**config.mk**
```make
export PLATFORM = sky130hd
export DESIGN_NAME = mondo_timeout_top
export DESIGN_NICKNAME = d
export VERILOG_FILES = /design/src/common/mondo_pkg.sv /design/src/common/mto_csr_pkg.sv /design/src/common/mto_lane_if.sv /design/src/mto/mto_dispatch.sv /design/src/mto/mto_slice.sv /design/src/mto/mto_csr.sv /design/src/mondo_timeout_top.sv
export SDC_FILE = /design/constraint.sdc
export NUM_CORES = 1
export LEC_CHECK = 0
export CAP_MARGIN = 0
export CORE_AREA = 2 2 129 99
export DETAILED_ROUTE_END_ITERATION = 12
export DIE_AREA = 0 0 131 101
export DONT_BUFFER_PORTS = 1
export GPL_TIMING_DRIVEN = 0
export PLACE_DENSITY = 0.89
export SLEW_MARGIN = 20
export SYNTH_ARGS = -nofsm -noshare
export SYNTH_HDL_FRONTEND = slang
export SYNTH_SLANG_ARGS = --single-unit
```
**constraint.sdc**
```tcl
create_clock -name clk -period 2.3 [get_ports clk]
set_input_delay 0.115 -clock clk [delete_from_list [all_inputs] [get_ports clk]]
set_output_delay 0.115 -clock clk [all_outputs]
set_load 0.01 [all_outputs]
```
**src/common/mondo_pkg.sv**
```systemverilog
////////////////////
// Mondo field widths, entry count and timebase types
////////////////////

package mondo_pkg;

   ////////////////////
   // Entry tracking
   ////////////////////

   // One entry per CPU ID
   localparam int mto_entries = 32;

   // CPU ID field taken from the mondo header
   localparam int cpu_id_width = 5;

   typedef logic [cpu_id_width-1:0] cpu_id_t;   // Target CPU of a mondo

   // Bit per entry, bit n is CPU n
   typedef logic [mto_entries-1:0] entry_vec_t;

   ////////////////////
   // Timebase
   ////////////////////

   localparam int timebase_width = 32;   // Counter and timeout compare width

   // Free running count, also the programmed wrap value
   typedef logic [timebase_width-1:0] timebase_t;

endpackage

```
**src/common/mto_csr_pkg.sv**
```systemverilog
////////////////////
// APB register map of the mondo timeout block
////////////////////

package mto_csr_pkg;

   ////////////////////
   // Bus widths
   ////////////////////

   localparam int apb_addr_width = 8;   // Byte offset into the block

   typedef logic [apb_addr_width-1:0] apb_addr_t;
   typedef logic [31:0] apb_data_t;     // Full word registers only

   ////////////////////
   // Register offsets
   ////////////////////

   localparam apb_addr_t csr_timeval_addr = 8'h00;   // RW, timebase wrap value
   localparam apb_addr_t csr_ctrl_addr    = 8'h04;   // WO, reads back 0
   localparam apb_addr_t csr_status_addr  = 8'h08;   // RO, sticky error bits

   ////////////////////
   // Fields and resets
   ////////////////////

   // Ctrl write with this bit set restarts the timebase
   localparam int ctrl_restart_bit = 0;

   // Timeout value out of reset
   localparam logic [31:0] timeval_reset = 32'h0000_00ff;

endpackage

```
**src/common/mto_lane_if.sv**
```systemverilog
////////////////////
// Per-entry link between dispatch, slice and CSR block
////////////////////

`timescale 1ns/100ps

interface mto_lane_if;

   logic set;    // Header seen for this CPU
   logic clr;    // Ack issued for this CPU
   logic wrap;   // Shared timebase wrap
   logic err;    // Sticky timeout error

   // Decode side
   modport dispatch (
      output set,
      output clr,
      output wrap
   );

   // Entry state holder
   modport slice (
      input  set,
      input  clr,
      input  wrap,
      output err
   );

   // Error gathering for status and intr output
   modport collect (
      input err
   );

endinterface

```
**src/mto/mto_dispatch.sv**
```systemverilog
////////////////////
// Mondo timeout dispatch
// Timebase counter plus header and ack decode into per-entry set and clear
////////////////////

`timescale 1ns/100ps

module mto_dispatch
   import mondo_pkg::*;
(
   input  logic                clk,
   input  logic                rst,
   // Mondo header arrival
   input  logic                mondo_hdr_push,
   input  cpu_id_t             mondo_hdr_cpu_id,
   // Acknowledge issue
   input  logic                mondo_ack,
   input  cpu_id_t             mondo_ack_cpu_id,
   // From CSR block
   input  timebase_t           timeval,
   input  logic                restart,
   // One lane per entry
   mto_lane_if.dispatch        lanes [mto_entries]
);

   timebase_t tb_cnt;     // Shared timebase
   logic      tb_wrap;    // Count hit the programmed value

   ////////////////////
   // Timebase
   ////////////////////

   // Wrap on the matching cycle, back to 0 on the next
   assign tb_wrap = (tb_cnt == timeval);

   always_ff @(posedge clk) begin
      if (rst) begin
         tb_cnt <= '0;
      end else if (restart || tb_wrap) begin
         tb_cnt <= '0;            // Restart or natural wrap
      end else begin
         tb_cnt <= tb_cnt + 1'b1;
      end
   end

   ////////////////////
   // Lane decode
   ////////////////////

   // One compare per entry for each strobe
   for (genvar i = 0; i < mto_entries; i++) begin : g_lane
      assign lanes[i].set  = mondo_hdr_push && (mondo_hdr_cpu_id == cpu_id_t'(i));
      assign lanes[i].clr  = mondo_ack && (mondo_ack_cpu_id == cpu_id_t'(i));
      assign lanes[i].wrap = tb_wrap;   // Same wrap to every entry
   end

endmodule

```
**src/mto/mto_slice.sv**
```systemverilog
////////////////////
// One mondo entry: valid, armed and sticky timeout error
////////////////////

`timescale 1ns/100ps

module mto_slice (
   input  logic      clk,
   input  logic      rst,
   mto_lane_if.slice lane
);

   logic valid;         // Interrupt outstanding
   logic armed;         // First wrap already seen
   logic timeout_err;   // Second wrap seen, held until ack

   // Priority: clear, then set, then wrap
   always_ff @(posedge clk) begin
      if (rst || lane.clr) begin
         valid       <= 1'b0;
         armed       <= 1'b0;
         timeout_err <= 1'b0;   // Ack also drops the error
      end else if (lane.set) begin
         // New header restarts the two-wrap window
         valid <= 1'b1;
         armed <= 1'b0;
      end else if (lane.wrap && valid) begin
         if (!armed) begin
            armed <= 1'b1;        // First wrap
         end else begin
            timeout_err <= 1'b1;  // Second wrap, no ack yet
         end
      end
   end

   // Straight to CSR block, no extra stage
   assign lane.err = timeout_err;

endmodule

```
**src/mto/mto_csr.sv**
```systemverilog
////////////////////
// Mondo timeout APB registers
// Timeout value, timebase restart and error status collection
////////////////////

`timescale 1ns/100ps

module mto_csr
   import mondo_pkg::*;
   import mto_csr_pkg::*;
(
   input  logic           clk,
   input  logic           rst,
   // APB slave
   input  logic           psel,
   input  logic           penable,
   input  logic           pwrite,
   input  apb_addr_t      paddr,
   input  apb_data_t      pwdata,
   output apb_data_t      prdata,
   output logic           pready,
   output logic           pslverr,
   // To dispatch
   output timebase_t      timeval,
   output logic           restart,
   // Error bits from every entry
   mto_lane_if.collect    lanes [mto_entries],
   output entry_vec_t     intr_timeout_err
);

   logic       apb_access;    // Second phase of a transfer
   logic       hit_timeval;
   logic       hit_ctrl;
   logic       hit_status;
   logic       addr_mapped;
   logic       wr_timeval;
   logic       wr_ctrl;
   timebase_t  timeval_q;     // Programmed wrap value
   logic       restart_q;     // One cycle restart pulse
   entry_vec_t err_vec;       // Gathered lane errors

   ////////////////////
   // Address decode
   ////////////////////

   assign apb_access  = psel && penable;
   assign hit_timeval = (paddr == csr_timeval_addr);
   assign hit_ctrl    = (paddr == csr_ctrl_addr);
   assign hit_status  = (paddr == csr_status_addr);
   assign addr_mapped = hit_timeval || hit_ctrl || hit_status;

   assign wr_timeval = apb_access && pwrite && hit_timeval;
   assign wr_ctrl    = apb_access && pwrite && hit_ctrl;

   // No wait states
   assign pready = apb_access;

   // Unmapped offset or write to the read-only status word
   assign pslverr = apb_access && (!addr_mapped || (pwrite && hit_status));

   ////////////////////
   // Registers
   ////////////////////

   always_ff @(posedge clk) begin
      if (rst) begin
         timeval_q <= timeval_reset;
         restart_q <= 1'b0;
      end else begin
         if (wr_timeval) begin
            timeval_q <= timebase_t'(pwdata);
         end
         // Pulse lands one cycle after the ctrl write
         restart_q <= wr_ctrl && pwdata[ctrl_restart_bit];
      end
   end

   assign timeval = timeval_q;
   assign restart = restart_q;

   ////////////////////
   // Error collection
   ////////////////////

   for (genvar i = 0; i < mto_entries; i++) begin : g_err
      assign err_vec[i] = lanes[i].err;
   end

   assign intr_timeout_err = err_vec;   // No added latency

   // Read mux, ctrl and unmapped read as 0
   always_comb begin
      prdata = '0;
      if (hit_timeval) begin
         prdata = apb_data_t'(timeval_q);
      end else if (hit_status) begin
         prdata = apb_data_t'(err_vec);
      end
   end

endmodule

```
**src/mondo_timeout_top.sv**
```systemverilog
////////////////////
// Mondo interrupt ack timeout monitor, top level
////////////////////

`timescale 1ns/100ps

module mondo_timeout_top
   import mondo_pkg::*;
   import mto_csr_pkg::*;
(
   input  logic       clk,
   input  logic       rst,
   // Mondo traffic
   input  logic       mondo_hdr_push,
   input  cpu_id_t    mondo_hdr_cpu_id,
   input  logic       mondo_ack,
   input  cpu_id_t    mondo_ack_cpu_id,
   // APB slave
   input  logic       psel,
   input  logic       penable,
   input  logic       pwrite,
   input  apb_addr_t  paddr,
   input  apb_data_t  pwdata,
   output apb_data_t  prdata,
   output logic       pready,
   output logic       pslverr,
   // Timeout interrupt, one bit per CPU
   output entry_vec_t intr_timeout_err
);

   timebase_t timeval;   // CSR to timebase
   logic      restart;   // CSR restart pulse

   mto_lane_if lanes [mto_entries] ();   // Per-entry links

   // Timebase and decode
   mto_dispatch u_dispatch (
      .clk              (clk),
      .rst              (rst),
      .mondo_hdr_push   (mondo_hdr_push),
      .mondo_hdr_cpu_id (mondo_hdr_cpu_id),
      .mondo_ack        (mondo_ack),
      .mondo_ack_cpu_id (mondo_ack_cpu_id),
      .timeval          (timeval),
      .restart          (restart),
      .lanes            (lanes)
   );

   ////////////////////
   // Entry slices
   ////////////////////

   for (genvar i = 0; i < mto_entries; i++) begin : g_slice
      mto_slice u_slice (
         .clk  (clk),
         .rst  (rst),
         .lane (lanes[i])
      );
   end

   // Register block, drains the lane errors
   mto_csr u_csr (
      .clk              (clk),
      .rst              (rst),
      .psel             (psel),
      .penable          (penable),
      .pwrite           (pwrite),
      .paddr            (paddr),
      .pwdata           (pwdata),
      .prdata           (prdata),
      .pready           (pready),
      .pslverr          (pslverr),
      .timeval          (timeval),
      .restart          (restart),
      .lanes            (lanes),
      .intr_timeout_err (intr_timeout_err)
   );

endmodule

```
==> flow_summary.yaml <==
status:
  status: "completed"
route:
  detail_route.wl_per_cell_um: 20.2
  dr.pass1.iters: 6
  ant_nets: 0
  drc: 0
  drt_wl_total_um: 22900
  vias: 7301
  drt_iter0_drc: 924
  drt-vias-per-instance: 6.43
timing:
  post-route-period-util_pct: 93.4
  max_clock_freq_ghz: 0.466
  setup_violations: 0
  min_period_ns: 2.15
  worstMarginPinSlew_ns: 1.17
  finalSetupTns_ns: 0
  hold_viol: 0
  report.final.slew_viol_count: 0
  max_slew_margin_pct: 21.1
  finalClockSkew_ns: 0.00910
  rsz0062_at_grt: "no"
global_routing:
  grt_usage_pct: 34.7
  grt_overflow: 0
  antenna_found_initial: 0
  first_global_vias: 6716
  grt_start_max_net_pins: 17
  grt_pass1_wl_um: 35000
synthesis:
  yosysMostFrequentCell: "dfxtp_1"
  yosys_warnings: 0
  synth_top_area_cell: "dfxtp_1"
  synth.net_count: 962
  synthTopCellsByCount: "dfxtp_1, nand2_1, a21oi_1"
  synthDistinctLibCells: 32
  ys_ff_latch: 161
  synth.yosys.seq_area_share_pct: 43.5
  synth_area_mm2: 0.00741
  synthFlopType: "dfxtp_1"
  yosys-top-cells-area: "dfxtp_1, nand2_1, a21oi_1"
  syn_area_per_cell_um2: 8.20
  synth-edff-count: 0
  async_reset_ff_share_pct: 0
  netlist.area_leader.share_pct: 43.5
  syn_inst: 904
die:
  die_area_mm2: 0.0132
  start_util_pct: 61.5
  rows: 35
  die_w_um: 131
  pin_count: 123
  fp.dieH_um: 101
  coreArea_mm2: 0.0120
power:
  switching_share_pct: 21.4
  power_switching_mw: 1.36
  powerDensity_mw_per_mm2: 734
  pwr-share-clk_pct: 51.4
  power.total_mw: 6.35
  seqPwrFrac_pct: 44.3
  p_leak_nw: 3.11
  internal-power_mw: 4.99
  pwr-share-comb_pct: 4.3
  ir_drop_mv: 0.552
setup_path:
  required_ns: 2.18
  worstSetupPathType: "in2out"
  crit_path_start_kind: "input pin"
  cp-end-kind: "primary output"
  r2r-start: "u_dispatch.tb_cnt[2]"
  crit_arrival_ns: 2.03
  cp_max_fo: 10
  critPathLaunch: "paddr[7]"
clock_tree:
  htreeDepth: 4
  cts_sinks: 161
  cts_root_buf: "clkbuf_16"
  cts_buffers: 17
  clock_latency_ns: 0.43
  cts_tree: "done"
  clkSlewWorstSetupHoldPaths_ns: 0.07
  cts_buffer_depth: 2
min_path:
  hp-start: "mondo_hdr_cpu_id[2]"
  hold_path.class: "in2reg"
place:
  place_hpwl_um: 15400
  gp_congestion: 1.00
  io_buffers: 0
flow_run:
  maxCapViolations: 0
layout:
  drive_gt1_share_pct: 8.05
  n_antenna_cell: 0
  area_growth_pct: 16.8
  fillCellCount: 842
  finalNetCount: 1015
-- cells by family after synthesis --
| family | Yosys count | synth area share [%] |
|---|---|---|
| flops | 161 | 43.5 |
| compound gates | 186 | 14.4 |
| simple gates | 410 | 28.6 |
| buf+inv | 84 | 6.10 |
| fa+ha+maj | 1 | 0.169 |
| xor+xnor | 62 | 7.33 |
-- routing by layer --
metal / track usage, % / vias to the layer above / wire [um]
met1: 43.6 / 3435 / 8900
met5: 0 / - / 0
met3: 8.33 / 102 / 2310
met2: 56.9 / 481 / 10800
met4: 15.1 / 0 / 940
li1: - / 3283 / -
-- placed cells by master, fill, tap and decap left out, drive strengths merged, types with 8 or more instances in the layout --
cell / synthesis / routed
nor3: 11 / 11
and3: 29 / 29
nand3: 74 / 74
xor2: 28 / 28
nor2b: 41 / 41
clkbuf: 41 / 59
nor2: 18 / 18
a31oi: 8 / 8
dlygate4sd3: 0 / 34
o21ai: 65 / 65
buf: 39 / 40
xnor2: 34 / 34
dfxtp: 161 / 161
a21oi: 80 / 80
nand4: 47 / 47
nor4: 16 / 16
a22o: 32 / 32
nand2: 144 / 144
nand3b: 8 / 8
-- stage by stage --
| stage | std cells | util, % | setup WS [ns] | cell area [um^2] | hold slack, ns |
|---|---|---|---|---|---|
| finish | 1135 | 71.9 | 0.152 | 8650 | 0.0635 |
| global route | 1135 | 71.9 | 0.0150 | 8650 | 0.0826 |
| floorplan | 904 | - | 0.482 | 7410 | 0.239 |
| global placement | 1070 | 63.3 | 0.0959 | 7620 | 0.245 |
| CTS | 1135 | 71.8 | 0.0143 | 8640 | 0.0540 |
| detailed placement | 1070 | 63.3 | 0.0591 | 7620 | 0.248 |
-- critical path: stages --
cell     delay (ns)
or4_4          0.54
or3_1          0.36
nor3b_2        0.44
buf_2          0.32
a22o_1         0.25
-- what timing repair did --
item                                   in CTS  in global routing
endpoints found under the hold margin      33                  0
setup buffers                               0                  1
setup endpoints to repair                   0                 90
hold buffers                               34                  0
resized for setup                           0                  4
-- final timing paths --
path	end	slack (ns)	cells after the start
worst max-delay path	prdata[2]	0.15	5
worst min-delay path	g_slice[16].u_slice.valid	0.06	3
worst max register to register	u_dispatch.tb_cnt[27]	0.19	7
worst min register to register	g_slice[1].u_slice.armed	0.47	2
-- flip-flops by register name, indices dropped and copies added (netlist names) --
name,count
g_slice.u_slice.valid,32
u_csr.restart,1
u_csr.timeval,32
g_slice.u_slice.lane.err,32
u_dispatch.tb_cnt,32
g_slice.u_slice.armed,32
-- power groups by stage --
stage | logic (mW) | registers [mW] | clock network [mW]
final | 0.273 | 2.81 | 3.27
after floorplan | 0.153 | 2.87 | 0
after CTS | 0.261 | 2.81 | 3.26
after global routing | 0.292 | 2.81 | 3.38
after detailed placement | 0.211 | 2.87 | 0
after global placement | 0.206 | 2.87 | 0
-- area by class of cell --
cell class                 count  area, um^2  share of cell area (%)
multi-input combinational    659        3740                    43.3
sequential                   161        3220                    37.2
clock buffer                  19         453                    5.23
buffer                        79         434                    5.02
timing repair buffer          35         348                    4.02
clock inverter                12         230                    2.66
tap                          166         208                    2.40
inverter                       4        15.0                   0.173
(Power assumes the default switching activity.)
